--- config.mk ---
export PLATFORM = sky130hd
export DESIGN_NAME = eth_stats_collector
export DESIGN_NICKNAME = d
export VERILOG_FILES = /design/src/hdl/eth_stats_reg_pkg.sv /design/src/hdl/eth_stats_frame_pkg.sv /design/src/hdl/eth_stats_collector.sv /design/src/hdl/eth_stats_wb_regs.sv /design/src/hdl/eth_stats_adder.sv /design/src/hdl/eth_stats_counter_rx.sv /design/src/hdl/eth_stats_counter_tx.sv
export SDC_FILE = /design/constraint.sdc
export NUM_CORES = 1
export LEC_CHECK = 0
export BUFFER_PORTS_ARGS = -buffer_cell sky130_fd_sc_hd__clkbuf_2
export CAP_MARGIN = 20
export CORE_UTILIZATION = 36
export CTS_CLUSTER_SIZE = 30
export DETAILED_ROUTE_END_ITERATION = 10
export SYNTH_ARGS = -nofsm -noshare
export SYNTH_HDL_FRONTEND = slang
export SYNTH_SLANG_ARGS = --single-unit
export TNS_END_PERCENT = 10
--- constraint.sdc ---
create_clock -name clk -period 9.9 [get_ports clk]
set_input_delay 1.485 -clock clk [delete_from_list [all_inputs] [get_ports clk]]
set_output_delay 1.485 -clock clk [all_outputs]
set_load 0.005 [all_outputs]
--- src/hdl/eth_stats_reg_pkg.sv ---
// Ethernet statistics register map.
// Wishbone widths, word addresses, control bits and status field positions.

`default_nettype none

package eth_stats_reg_pkg;

	// Wishbone bus geometry. Addresses are word addresses.
	localparam int wb_data_width = 32;
	localparam int wb_addr_width = 4;

	////////////////////////////////////////////////////////////////////////////
	// Word addresses
	////////////////////////////////////////////////////////////////////////////

	localparam logic [wb_addr_width-1:0] reg_ctrl        = 4'd0;
	localparam logic [wb_addr_width-1:0] reg_status      = 4'd1;
	localparam logic [wb_addr_width-1:0] reg_tx_bytes_lo = 4'd2;
	localparam logic [wb_addr_width-1:0] reg_tx_bytes_hi = 4'd3;
	localparam logic [wb_addr_width-1:0] reg_tx_good_lo  = 4'd4;
	localparam logic [wb_addr_width-1:0] reg_tx_good_hi  = 4'd5;
	localparam logic [wb_addr_width-1:0] reg_tx_bad_lo   = 4'd6;
	localparam logic [wb_addr_width-1:0] reg_tx_bad_hi   = 4'd7;
	localparam logic [wb_addr_width-1:0] reg_rx_bytes_lo = 4'd8;
	localparam logic [wb_addr_width-1:0] reg_rx_bytes_hi = 4'd9;
	localparam logic [wb_addr_width-1:0] reg_rx_good_lo  = 4'd10;
	localparam logic [wb_addr_width-1:0] reg_rx_good_hi  = 4'd11;
	localparam logic [wb_addr_width-1:0] reg_rx_bad_lo   = 4'd12;
	localparam logic [wb_addr_width-1:0] reg_rx_bad_hi   = 4'd13;

	// Control register bits. The reset bit always reads back as zero.
	localparam int ctrl_enable_bit = 0;
	localparam int ctrl_srst_bit   = 1;

	// Status register fields, given by their lowest bit.
	// The transmit tag sits in bits 2 to 0, the receive tag in bits 5 to 3.
	localparam int status_tx_lsb = 0;
	localparam int status_rx_lsb = 3;

endpackage

`default_nettype wire

--- src/hdl/eth_stats_frame_pkg.sv ---
// Ethernet statistics frame-side definitions.
// Widths shared by the frame counters and the per-direction adders.

`default_nettype none

package eth_stats_frame_pkg;

	////////////////////////////////////////////////////////////////////////////
	// Frame measurement
	////////////////////////////////////////////////////////////////////////////

	// The MAC moves one byte per beat, so a beat count is a byte count.
	// Sixteen bits cover jumbo frames with room to spare.
	localparam int frame_len_width = 16;

	////////////////////////////////////////////////////////////////////////////
	// Update tags
	////////////////////////////////////////////////////////////////////////////

	// Each direction carries a small tag that advances once per counted frame.
	// Software compares two reads of the tag to see that totals have moved.
	// The tag wraps at its width.
	localparam int tag_width = 3;

endpackage

`default_nettype wire
--- src/hdl/eth_stats_collector.sv ---
// Ethernet traffic statistics collector.
// Counts bytes, good frames and bad frames on the MAC transmit and receive
// streams and exposes the totals on a Wishbone classic slave port.

`timescale 1ns/1ps
`default_nettype none

module eth_stats_collector import eth_stats_reg_pkg::*, eth_stats_frame_pkg::*; #(
	parameter int counter_width = 64
) (
	input  logic                     clk,
	input  logic                     rst_n,
	input  logic                     time_running,

	input  logic                     wb_cyc,
	input  logic                     wb_stb,
	input  logic                     wb_we,
	input  logic [wb_addr_width-1:0] wb_adr,
	input  logic [wb_data_width-1:0] wb_dat_w,
	output logic [wb_data_width-1:0] wb_dat_r,
	output logic                     wb_ack,

	input  logic                     tx_tvalid,
	input  logic                     tx_tready,
	input  logic                     tx_tlast,

	input  logic                     rx_tvalid,
	input  logic                     rx_tlast,
	input  logic                     rx_tuser
);

	logic                       enable;
	logic                       srst;
	logic                       count_enable;
	logic                       adder_rst_n;

	logic [tag_width-1:0]       tx_id;
	logic [tag_width-1:0]       rx_id;
	logic [counter_width-1:0]   tx_bytes, tx_good, tx_bad;
	logic [counter_width-1:0]   rx_bytes, rx_good, rx_bad;

	logic [frame_len_width-1:0] tx_frame_bytes;
	logic                       tx_frame_good;
	logic                       tx_valid;
	logic [frame_len_width-1:0] rx_frame_bytes;
	logic                       rx_frame_good;
	logic                       rx_valid;

	eth_stats_wb_regs #(.counter_width(counter_width)) u_regs (
		.clk(clk), .rst_n(rst_n),
		.wb_cyc(wb_cyc), .wb_stb(wb_stb), .wb_we(wb_we),
		.wb_adr(wb_adr), .wb_dat_w(wb_dat_w), .wb_dat_r(wb_dat_r), .wb_ack(wb_ack),
		.enable(enable), .srst(srst),
		.tx_id(tx_id), .rx_id(rx_id),
		.tx_bytes(tx_bytes), .tx_good(tx_good), .tx_bad(tx_bad),
		.rx_bytes(rx_bytes), .rx_good(rx_good), .rx_bad(rx_bad)
	);

	////////////////////////////////////////////////////////////////////////////
	// Counting gate and software reset
	////////////////////////////////////////////////////////////////////////////

	// The software reset clears the totals but leaves the frame counters alone.
	assign adder_rst_n = rst_n & ~srst;

	// Counting needs both the enable bit and a running time base.
	always_ff @(posedge clk) begin
		if (!adder_rst_n) begin
			count_enable <= 1'b0;
		end else begin
			count_enable <= enable & time_running;
		end
	end

	// Transmit direction.
	eth_stats_counter_tx u_counter_tx (
		.clk(clk), .rst_n(rst_n),
		.tx_tvalid(tx_tvalid), .tx_tready(tx_tready), .tx_tlast(tx_tlast),
		.frame_bytes(tx_frame_bytes), .frame_good(tx_frame_good), .valid(tx_valid)
	);

	eth_stats_adder #(.counter_width(counter_width)) u_adder_tx (
		.clk(clk), .rst_n(adder_rst_n), .enable(count_enable),
		.valid(tx_valid), .frame_good(tx_frame_good), .frame_length(tx_frame_bytes),
		.total_bytes(tx_bytes), .total_good(tx_good), .total_bad(tx_bad),
		.stats_id(tx_id)
	);

	// Receive direction, on the same clock as transmit.
	eth_stats_counter_rx u_counter_rx (
		.clk(clk), .rst_n(rst_n),
		.rx_tvalid(rx_tvalid), .rx_tlast(rx_tlast), .rx_tuser(rx_tuser),
		.frame_bytes(rx_frame_bytes), .frame_good(rx_frame_good), .valid(rx_valid)
	);

	eth_stats_adder #(.counter_width(counter_width)) u_adder_rx (
		.clk(clk), .rst_n(adder_rst_n), .enable(count_enable),
		.valid(rx_valid), .frame_good(rx_frame_good), .frame_length(rx_frame_bytes),
		.total_bytes(rx_bytes), .total_good(rx_good), .total_bad(rx_bad),
		.stats_id(rx_id)
	);

endmodule

`default_nettype wire

--- src/hdl/eth_stats_wb_regs.sv ---
// Wishbone classic register file for the Ethernet statistics block.
// Holds the control register, reports the update tags and serves the
// 64-bit totals as lo/hi word pairs through a shared snapshot register.

`timescale 1ns/1ps
`default_nettype none

module eth_stats_wb_regs import eth_stats_reg_pkg::*, eth_stats_frame_pkg::*; #(
	parameter int counter_width = 64
) (
	input  logic                     clk,
	input  logic                     rst_n,

	input  logic                     wb_cyc,
	input  logic                     wb_stb,
	input  logic                     wb_we,
	input  logic [wb_addr_width-1:0] wb_adr,
	input  logic [wb_data_width-1:0] wb_dat_w,
	output logic [wb_data_width-1:0] wb_dat_r,
	output logic                     wb_ack,

	output logic                     enable,
	output logic                     srst,

	input  logic [tag_width-1:0]     tx_id,
	input  logic [tag_width-1:0]     rx_id,
	input  logic [counter_width-1:0] tx_bytes,
	input  logic [counter_width-1:0] tx_good,
	input  logic [counter_width-1:0] tx_bad,
	input  logic [counter_width-1:0] rx_bytes,
	input  logic [counter_width-1:0] rx_good,
	input  logic [counter_width-1:0] rx_bad
);

	// Width of the upper part of a total, as kept in the snapshot.
	localparam int hi_width = counter_width - wb_data_width;

	logic                     pending;
	logic [wb_data_width-1:0] rd_word;
	logic [wb_data_width-1:0] hi_word;
	logic                     snap_load;
	logic [hi_width-1:0]      snap_next;
	logic [hi_width-1:0]      snapshot;

	// A cycle is pending until it has been acked. Dropping ack in the cycle
	// after it makes a held strobe get acked every second cycle.
	assign pending = wb_cyc & wb_stb & ~wb_ack;

	assign hi_word = wb_data_width'(snapshot);

	////////////////////////////////////////////////////////////////////////////
	// Read decode
	////////////////////////////////////////////////////////////////////////////

	always_comb begin
		rd_word   = '0;
		snap_load = 1'b0;
		snap_next = snapshot;
		case (wb_adr)
			reg_ctrl: begin
				rd_word[ctrl_enable_bit] = enable;
			end
			reg_status: begin
				rd_word[status_tx_lsb +: tag_width] = tx_id;
				rd_word[status_rx_lsb +: tag_width] = rx_id;
			end
			// Each lo read also captures the upper part of the same total.
			reg_tx_bytes_lo: begin
				rd_word   = tx_bytes[wb_data_width-1:0];
				snap_load = 1'b1;
				snap_next = tx_bytes[counter_width-1:wb_data_width];
			end
			reg_tx_good_lo: begin
				rd_word   = tx_good[wb_data_width-1:0];
				snap_load = 1'b1;
				snap_next = tx_good[counter_width-1:wb_data_width];
			end
			reg_tx_bad_lo: begin
				rd_word   = tx_bad[wb_data_width-1:0];
				snap_load = 1'b1;
				snap_next = tx_bad[counter_width-1:wb_data_width];
			end
			reg_rx_bytes_lo: begin
				rd_word   = rx_bytes[wb_data_width-1:0];
				snap_load = 1'b1;
				snap_next = rx_bytes[counter_width-1:wb_data_width];
			end
			reg_rx_good_lo: begin
				rd_word   = rx_good[wb_data_width-1:0];
				snap_load = 1'b1;
				snap_next = rx_good[counter_width-1:wb_data_width];
			end
			reg_rx_bad_lo: begin
				rd_word   = rx_bad[wb_data_width-1:0];
				snap_load = 1'b1;
				snap_next = rx_bad[counter_width-1:wb_data_width];
			end
			reg_tx_bytes_hi, reg_tx_good_hi, reg_tx_bad_hi,
			reg_rx_bytes_hi, reg_rx_good_hi, reg_rx_bad_hi: begin
				rd_word = hi_word;
			end
			default: begin
				rd_word = '0;
			end
		endcase
	end

	////////////////////////////////////////////////////////////////////////////
	// Bus handshake and control register
	////////////////////////////////////////////////////////////////////////////

	always_ff @(posedge clk) begin
		if (!rst_n) begin
			wb_ack <= 1'b0;
			enable <= 1'b0;
			srst   <= 1'b0;
		end else begin
			wb_ack <= pending;
			srst   <= 1'b0;
			// Writes anywhere but the control register are acked and dropped.
			if (pending && wb_we && wb_adr == reg_ctrl) begin
				enable <= wb_dat_w[ctrl_enable_bit];
				srst   <= wb_dat_w[ctrl_srst_bit];
			end
		end
	end

	// Read data is presented together with ack.
	always_ff @(posedge clk) begin
		if (pending) begin
			wb_dat_r <= rd_word;
		end
		if (pending && !wb_we && snap_load) begin
			snapshot <= snap_next;
		end
	end

endmodule

`default_nettype wire

--- src/hdl/eth_stats_adder.sv ---
// Per-direction statistics accumulator.
// Keeps the byte, good frame and bad frame totals and a wrapping update tag.

`timescale 1ns/1ps
`default_nettype none

module eth_stats_adder import eth_stats_frame_pkg::*; #(
	parameter int counter_width = 64
) (
	input  logic                       clk,
	input  logic                       rst_n,
	input  logic                       enable,

	input  logic                       valid,
	input  logic                       frame_good,
	input  logic [frame_len_width-1:0] frame_length,

	output logic [counter_width-1:0]   total_bytes,
	output logic [counter_width-1:0]   total_good,
	output logic [counter_width-1:0]   total_bad,
	output logic [tag_width-1:0]       stats_id
);

	logic                     count_frame;
	logic [counter_width-1:0] length_ext;

	// Frames reported while counting is stopped are simply lost.
	assign count_frame = valid & enable;

	// Zero extension of the frame length to the width of the totals.
	assign length_ext = counter_width'(frame_length);

	////////////////////////////////////////////////////////////////////////////
	// Totals
	////////////////////////////////////////////////////////////////////////////

	always_ff @(posedge clk) begin
		if (!rst_n) begin
			total_bytes <= '0;
			total_good  <= '0;
			total_bad   <= '0;
			stats_id    <= '0;
		end else if (count_frame) begin
			// Bad frames still moved bytes on the wire, so they count here too.
			total_bytes <= total_bytes + length_ext;
			if (frame_good) begin
				total_good <= total_good + counter_width'(1);
			end else begin
				total_bad <= total_bad + counter_width'(1);
			end
			// The tag wraps at its width.
			stats_id <= stats_id + tag_width'(1);
		end
	end

endmodule

`default_nettype wire

--- src/hdl/eth_stats_counter_rx.sv ---
// Receive frame counter.
// Measures the length of each frame on the MAC receive stream and takes
// the MAC's own verdict from tuser on the tlast beat.

`timescale 1ns/1ps
`default_nettype none

module eth_stats_counter_rx import eth_stats_frame_pkg::*; (
	input  logic                       clk,
	input  logic                       rst_n,

	input  logic                       rx_tvalid,
	input  logic                       rx_tlast,
	input  logic                       rx_tuser,

	output logic [frame_len_width-1:0] frame_bytes,
	output logic                       frame_good,
	output logic                       valid
);

	logic                       last_beat;
	logic [frame_len_width-1:0] beat_count;

	// The receive stream has no ready, every valid beat is taken.
	assign last_beat = rx_tvalid & rx_tlast;

	always_ff @(posedge clk) begin
		if (!rst_n) begin
			beat_count <= '0;
			valid      <= 1'b0;
		end else begin
			valid <= last_beat;
			if (last_beat) begin
				beat_count <= '0;
			end else if (rx_tvalid) begin
				beat_count <= beat_count + frame_len_width'(1);
			end
		end
	end

	// The MAC raises tuser on the last beat of a frame it rejected,
	// for instance on an FCS error.
	always_ff @(posedge clk) begin
		if (last_beat) begin
			frame_bytes <= beat_count + frame_len_width'(1);
			frame_good  <= ~rx_tuser;
		end
	end

endmodule

`default_nettype wire

--- src/hdl/eth_stats_counter_tx.sv ---
// Transmit frame counter.
// Measures the length of each frame on the MAC transmit stream and flags
// frames whose tvalid dropped before tlast, which is an underrun.

`timescale 1ns/1ps
`default_nettype none

module eth_stats_counter_tx import eth_stats_frame_pkg::*; (
	input  logic                       clk,
	input  logic                       rst_n,

	input  logic                       tx_tvalid,
	input  logic                       tx_tready,
	input  logic                       tx_tlast,

	output logic [frame_len_width-1:0] frame_bytes,
	output logic                       frame_good,
	output logic                       valid
);

	logic                       beat;
	logic                       in_frame;
	logic                       underrun;
	logic [frame_len_width-1:0] beat_count;

	assign beat = tx_tvalid & tx_tready;

	always_ff @(posedge clk) begin
		if (!rst_n) begin
			in_frame   <= 1'b0;
			underrun   <= 1'b0;
			beat_count <= '0;
			valid      <= 1'b0;
		end else begin
			valid <= 1'b0;
			if (beat && tx_tlast) begin
				// Close the frame and report it on the next cycle.
				in_frame   <= 1'b0;
				underrun   <= 1'b0;
				beat_count <= '0;
				valid      <= 1'b1;
			end else if (beat) begin
				in_frame   <= 1'b1;
				beat_count <= beat_count + frame_len_width'(1);
			end else if (in_frame && !tx_tvalid) begin
				// The MAC ran dry in the middle of a frame.
				underrun <= 1'b1;
			end
		end
	end

	// Length and verdict are captured on the tlast beat, alongside valid.
	always_ff @(posedge clk) begin
		if (beat && tx_tlast) begin
			frame_bytes <= beat_count + frame_len_width'(1);
			frame_good  <= ~underrun;
		end
	end

endmodule

`default_nettype wire

==> results of run 1 <==
==> metal layers <==
layer	vias to the layer above	global-route usage	share of wire
met3	144	0.0376	0.076
met1	10600	0.281	0.45
met2	645	0.313	0.44
met5	-	0	0.00017
li1	10800	-	-
met4	2	0.0757	0.036
==> logic make-up (layout without fill, tap and decap cells) <==
kind of cell / count (synthesis) / after routing / share of synthesized area
compound gates: 532 / 532 / 0.140
xor+xnor: 320 / 320 / 0.108
fa+ha+maj: 42 / 42 / 0.0207
buf+inv: 207 / 241 / 0.0304
flops: 528 / 528 / 0.443
mux: 30 / 30 / 0.0126
simple gates: 1311 / 1311 / 0.245
==> stage by stage <==
stage / power, mW / utilization / setup WS, ps / std cells / hold slack (ps)
floorplan: 2.32 / - / 2970 / 2970 / 427
global placement: 2.37 / 0.380 / 5400 / 3848 / 442
detailed placement: 2.37 / 0.380 / 5370 / 3848 / 445
CTS: 4.53 / 0.406 / 6050 / 3953 / 455
global route: 4.62 / 0.406 / 5750 / 3954 / 480
finish: 4.48 / 0.406 / 5830 / 3954 / 450
==> flip-flops by register name, indices dropped and copies added, names as in the netlist, 3 cells and up <==
| register | cells |
|---|---|
| u_regs.hi_word | 32 |
| u_adder_rx.stats_id | 3 |
| u_adder_rx.total_bytes | 64 |
| u_regs.wb_dat_r | 32 |
| u_adder_rx.total_good | 64 |
| u_adder_rx.total_bad | 64 |
| u_adder_tx.total_good | 64 |
| u_counter_rx.frame_bytes | 16 |
| u_counter_rx.beat_count | 16 |
| u_counter_tx.frame_bytes | 16 |
| u_adder_tx.total_bytes | 64 |
| u_adder_tx.total_bad | 64 |
| u_counter_tx.beat_count | 16 |
| u_adder_tx.stats_id | 3 |
==> how the worst max path moves through the flow <==
| stage | end | start | slack, ps | cells after the start |
|---|---|---|---|---|
| final | u_regs.wb_dat_r[25]$_DFFE_PP_ | wb_adr[0] | 5830 | 6 |
| after global routing | u_regs.wb_dat_r[26]$_DFFE_PP_ | wb_adr[0] | 5750 | 6 |
| after CTS | u_adder_tx.total_bad[61]$_SDFFE_PN0P_ | rst_n | 6050 | 5 |
| after detailed placement | u_adder_tx.total_bad[61]$_SDFFE_PN0P_ | rst_n | 5370 | 5 |
| after global placement | u_adder_rx.total_good[59]$_SDFFE_PN0P_ | rst_n | 5400 | 5 |
| after floorplan | u_regs.hi_word[0]$_DFFE_PP_ | wb_cyc | 2970 | 3 |
==> power groups by stage <==
stage	clock, mW	sequential (mW)	combinational, mW
finish	2.16	2.21	0.119
global route	2.29	2.21	0.128
CTS	2.21	2.21	0.118
detailed placement	0	2.25	0.118
global placement	0	2.25	0.118
floorplan	0	2.25	0.0718
==> worst reg2reg max path: cells and delay by family, from the launching register on <==
family | cells | cell delay, ps
AND/OR/NAND/NOR | 2 | 540
adder cells (fa/ha/maj) | 2 | 640
flip-flops | 1 | 370
AO/OA/AOI/OAI | 5 | 1590
==> final cells by class <==
cell class / count / area, um2 / area share
clock buffer: 76 / 1580 / 0.0543
tap: 950 / 1190 / 0.0409
multi-input combinational: 2235 / 13800 / 0.474
timing repair buffer: 77 / 457 / 0.0157
inverter: 59 / 221 / 0.00762
sequential: 528 / 11600 / 0.398
clock inverter: 29 / 288 / 0.00990
==> cells in the final DEF, fill, tap and decap left out, drive strengths merged, types with 10 or more instances in the layout <==
cell type and instances:
nand2 312, o31ai 16, nand4 119, xor2 222
inv 62, nor3 43, a31oi 28, xnor2 98
clkinv 16, nor2 391, edfxtp 98, and3 51
or4 25, a21oi 150, o211ai 20, nand3 170
o21ai 101, and2 24, clkbuf 126, dfxtp 430
buf 27, a222oi 73, ha 40, nand2b 21
or3 79, mux2 22, nor4 22, o311ai 10
a22oi 65, and4 31, a22o 19
==> summary.txt, run 1 <==
Outcome
  – Status: complete, no violations

Clock network
  – CTS sink cnt: approximately 530
  – Worst-case clock buffer depth: 3
  – Post-cts sizing count: 0
  – CTS tree: done
  – Worst-skew pair later-pin latency: 630 ps
  – Clock transition at path regs: ~60 ps
  – Cts-stage hold buffer count: 0
  – H-tree depth: 2
  – CTS buffer count: 56
  – Post-CTS setup repair buffer count: 0
  – Clock root buffer: clkbuf_16

Floorplanning
  – Die Y: 271 um
  – I/O pins: 81
  – Area of the die: roughly 73000 um2
  – Total core area: around 70000 um2
  – Die width: between 200 and 300 um
  – Row cnt: between 90 and 100
  – Starting Density: 0.364

Logic synthesis
  – Mapped Nets: just over 3000
  – Post-synth top area cell: dfxtp_1
  – Most frequent cell after synthesis: dfxtp_1
  – Syn Area/Cell: 8.78 um2
  – Netlist cell types: 74
  – Share of the synthesized area in the top cell type: 0.330
  – Yosys reg bits: between 500 and 600
  – Primary FF master, synth: dfxtp_1
  – Cell Area, Synth: between 20000 and 30000 um2
  – Synthesis Warnings: 0
  – Synth top cells by count: dfxtp_1, nor2_1, nand2_1
  – Top cells by area, synth: dfxtp_1, edfxtp_1, xor2_1
  – Syn Inst Count: 2970
  – Sequential area share after synthesis: 0.443
  – Post-synth EDFFs: 98
  – Ys async rst share: 0

Critical path
  – Worst-path maximum fanout: 45
  – Buf/Inv on CP: 2
  – Startpoint types: input port
  – Reg2reg end: u_adder_rx.total_bytes[60]$_SDFFE_PN0P_
  – Setup crit end kind: register
  – RR Startpoint: u_counter_rx.frame_bytes[0]$_DFFE_PP_
  – Crit path arrival time: between 4000 and 5000 ps
  – Max stage delay on crit path: 580 ps
  – FF-to-FF path depth: 9
  – Slowest cell on the critical path: buf_4
  – CP Cell Sequence: clkbuf_2, nand2b_1, nor2_4, buf_4, a22oi_1, a31oi_1
  – Cell family with most CP delay: buffers and inverters
  – Worst path required time: a little over 10000 ps
  – R2r setup slk: ~6600 ps
  – CP Class: in -> reg

Detailed routing
  – DRC viols: 0
  – Post-route ant nets: 0
  – Total iterations of the first detailed-routing run: 8
  – Initial DRC count: approximately 2500
  – DR WL/cell: 19.2 um
  – Vias: between 20000 and 25000
  – WL final: around 76000 um
  – Vias per std cell: around 5.6

STA
  – Max-slew headroom: 0.240
  – Worst clock skew: between 15 and 20 ps
  – Fin. max-slew vios: 0
  – FMAX: roughly 250 MHz
  – Fin crit period: ~4000 ps
  – Setup TNS: 0 ps
  – Final setup vio count: 0
  – RSZ-0062 raised after global routing: false
  – Slew @ Worst Pin: approximately 1100 ps
  – Final worst-path cycle share: 0.411
  – Hold Fails Final Rpt: 0

Run
  – Max Cap Viol: 0

Layout
  – Layout area overhead: 11.5%
  – Final net count: around 3000
  – Layout cells sized above 1: 0.0766
  – Fillers: just over 7000
  – Design Area, Final: ~29000 um2
  – Antenna fix cells: 0

Place
  – PortBufs: 50
  – DP Wirelength: around 54000 um
  – RePlAce Congestion: 0.923
  – Post-DP Area: 27200 um2

Worst hold path
  – Hold crit path type: reg -> reg
  – Min-Delay Path Depth: 2
  – Hold EP: u_counter_tx.underrun$_SDFFE_PP0P_
  – Critical hold path startpoint: u_counter_tx.underrun$_SDFFE_PP0P_

GRT
  – Vias in the first global route: between 20000 and 25000
  – Initial antenna violation count: 3
  – Total gr overflow: 0
  – Overall Global Routing Usage: 0.203
  – First-pass GRT wire length: about 120000 um
  – Largest net degree at the start of global routing: 91

Power and ir drop
  – Leak Pwr: around 10 nW
  – Psw: between 1 and 1.5 mW
  – IR Drop Worst-Case VDD: ~0.14 mV
  – Switching share of power: 0.226
  – Cell Pwr Density: roughly 150 nW/um2
  – Combinational Power Share: 0.027
  – Clk network pwr share: 0.482
  – Internal power: about 3.5 mW
  – Register share of total power: 0.492
Power figures use the tool's default switching activity.
==> run 2, diff against run 1 <==
clock period = 4.15 ns   (was 9.9 ns; I/O delays follow)
==> run 2 against run 1 <==
Critical path type is now reg -> reg. Highest routed layer unchanged. Hold slack worse by 230 ps. Routed wire length increased by 4.6%. Sequential cell count stayed put. Die area did not move. Non-clock buffer count grew 28. Clock power grew 150%. Critical endpoint is now u_adder_rx.total_bytes[36]$_SDFFE_PN0P_. Via count is 1.6% higher.
==> summary.txt, run 2 (synthesized netlist as in run 1, its figures left out) <==
Clock network
  – H-tree depth: 2 (unchanged)
  – Cts-stage hold buffer count: 0 (unchanged)
  – Worst-case clock buffer depth: 3 (unchanged)
  – CTS tree: done
  – Post-CTS setup repair buffer count: 0 (unchanged)
  – Post-cts sizing count: 0 (unchanged)
  – Clock root buffer: clkbuf_16
  – CTS buffer count: 57 (+1.8%)
  – Clock transition at path regs: 60 ps (about the same)
  – CTS sink cnt: 528 (unchanged)
  – Worst-skew pair later-pin latency: 620 ps (about the same)

STA
  – Max-slew headroom: 0.323 (+0.0834)
  – Final worst-path cycle share: 0.805
  – RSZ-0062 raised after global routing: false
  – Final setup vio count: 0 (unchanged)
  – Slew @ Worst Pin: 1010 ps (-124 ps)
  – Hold_ws: 220 ps (-230 ps)
  – FMAX: 299 MHz
  – Hold Fails Final Rpt: 0 (unchanged)
  – Worst clock skew: 18.3 ps (+3.10 ps)
  – Setup TNS: 0 ps (unchanged)
  – Fin crit period: 3340 ps
  – Fin. max-slew vios: 0 (unchanged)

Worst hold path
  – Hold EP: u_counter_rx.frame_good$_DFFE_PP_
  – Hold crit path type: in -> reg
  – Min-Delay Path Depth: 2 (unchanged)
  – Critical hold path startpoint: rx_tuser

Floorplanning
  – Area of the die: 73500 um2 (unchanged)
  – I/O pins: 81 (unchanged)
  – Die width: 271 um (unchanged)
  – Row cnt: 98 (unchanged)
  – Die Y: 271 um (unchanged)
  – Total core area: 71600 um2 (unchanged)
  – Starting Density: 0.364 (unchanged)

GRT
  – Total gr overflow: 0 (unchanged)
  – Vias in the first global route: 20200 (-0.51%)
  – First-pass GRT wire length: 121000 um (+2.9%)
  – Overall Global Routing Usage: 0.210 (+0.00705)
  – Largest net degree at the start of global routing: 120 (+32%)
  – Initial antenna violation count: 3 (unchanged)

Detailed routing
  – Vias per std cell: 5.66 (+0.79%)
  – Post-route ant nets: 0 (unchanged)
  – Vias: 22500 (+1.6%)
  – DR WL/cell: 20.0 um (+3.8%)
  – Total iterations of the first detailed-routing run: 9 (+1)
  – Initial DRC count: 2572 (+2.1%)
  – WL final: 79500 um (+4.6%)
  – DRC viols: 0 (unchanged)

Place
  – PortBufs: 50 (unchanged)
  – DP Wirelength: 58000 um (+6.7%)
  – RePlAce Congestion: 0.889 (-3.7%)

Power and ir drop
  – Combinational Power Share: 0.027 (about the same)
  – Psw: 2.43 mW (+140%)
  – Clk network pwr share: 0.491 (+0.009)
  – IR Drop Worst-Case VDD: 0.395 mV (+190%)
  – Internal power: 8.50 mW (+150%)
  – Leak Pwr: 10.0 nW (+2.2%)
  – Switching share of power: 0.222 (-0.00364)
  – Cell Pwr Density: 372 nW/um2 (+140%)
  – Register share of total power: 0.481 (-0.011)

Critical path
  – Top cell by count, worst path: a21oi_1
  – RR Startpoint: u_counter_rx.frame_bytes[0]$_DFFE_PP_
  – CP Cell Sequence: ha_1, fa_1, a21o_1, a221oi_1, nand4bb_1, a21oi_1, o211ai_2, o21ai_0, a21oi_1
  – Worst path required time: 4690 ps (-5530 ps)
  – Startpoint types: register
  – Slowest cell on the critical path: o211ai_2
  – CP Class: reg -> reg
  – Worst-path maximum fanout: 18 (-60%)
  – Max stage delay on crit path: 670 ps (+90 ps)
  – Crit path arrival time: 3880 ps (-510 ps)
  – R2r setup slk: 810 ps (-5800 ps)
  – FF-to-FF path depth: 9 (unchanged)
  – Setup crit end kind: register
  – Reg2reg end: u_adder_rx.total_bytes[36]$_SDFFE_PN0P_

Layout
  – Most frequent cells in the layout: dfxtp_1, nor2_1, nand2_1
  – Layout area overhead: 12.9%
  – Antenna fix cells: 0 (unchanged)
  – Final net count: 3076 (+0.95%)
  – Commonest non-fill, non-tap cell in the layout: dfxtp_1
  – Layout cells sized above 1: 0.0857 (+0.00913)

Run
  – Max Cap Viol: 0 (unchanged)

Outcome
  – Status: complete, no violations
run 2: critical path, delay by kind of cell (launching register included):
| kind | cells | cell delay, ps |
|---|---|---|
| flops | 1 | 370 |
| compound gates | 6 | 1920 |
| fa+ha+maj | 2 | 650 |
| simple gates | 1 | 320 |
run 2: per-layer routing:
layer / GRT usage / wire length, um
met1: 0.294 / 35900
met2: 0.326 / 35300
met3: 0.0376 / 5860
met4: 0.0653 / 2400
met5: 0 / 12
run 2: layout make-up:
type / count / area (um2)
Clock buffer: 82 / 1650
Fill cell: 7220 / 42200
Multi-Input combinational cell: 2235 / 13800
Timing Repair Buffer: 105 / 706
Sequential cell: 528 / 11600
Tap cell: 950 / 1190
Clock inverter: 25 / 307
Inverter: 59 / 221
run 2: worst max path at each step:
stage	cells after the start	end	slack, ps	from
after detailed placement	10	u_adder_tx.total_bytes[54]$_SDFFE_PN0P_	870	u_adder_tx.total_bytes[0]$_SDFFE_PN0P_
after global placement	10	u_adder_tx.total_bytes[62]$_SDFFE_PN0P_	900	u_adder_tx.total_bytes[0]$_SDFFE_PN0P_
after CTS	10	u_adder_tx.total_bytes[54]$_SDFFE_PN0P_	840	u_adder_tx.total_bytes[0]$_SDFFE_PN0P_
final	9	u_adder_rx.total_bytes[36]$_SDFFE_PN0P_	810	u_counter_rx.frame_bytes[0]$_DFFE_PP_
after global routing	9	u_adder_rx.total_bytes[44]$_SDFFE_PN0P_	590	u_counter_rx.frame_bytes[0]$_DFFE_PP_
after floorplan	3	u_regs.hi_word[0]$_DFFE_PP_	160	wb_cyc
run 2: stage by stage:
step	utilization	std cells	setup WS, ps	cell area, um2	total power [mW]
floorplan	-	2970	164	26100	5.54
global placement	0.383	3876	898	27400	5.67
detailed placement	0.383	3876	870	27400	5.67
CTS	0.410	3983	844	29400	11.0
global route	0.411	3984	593	29400	11.3
finish	0.411	3984	807	29400	10.9
run 2: power groups by stage:
stage | combinational (mW) | sequential [mW] | clock, mW
finish | 0.296 | 5.27 | 5.37
global route | 0.317 | 5.26 | 5.70
CTS | 0.294 | 5.26 | 5.47
detailed placement | 0.292 | 5.38 | 0
global placement | 0.291 | 5.38 | 0
floorplan | 0.172 | 5.37 | 0
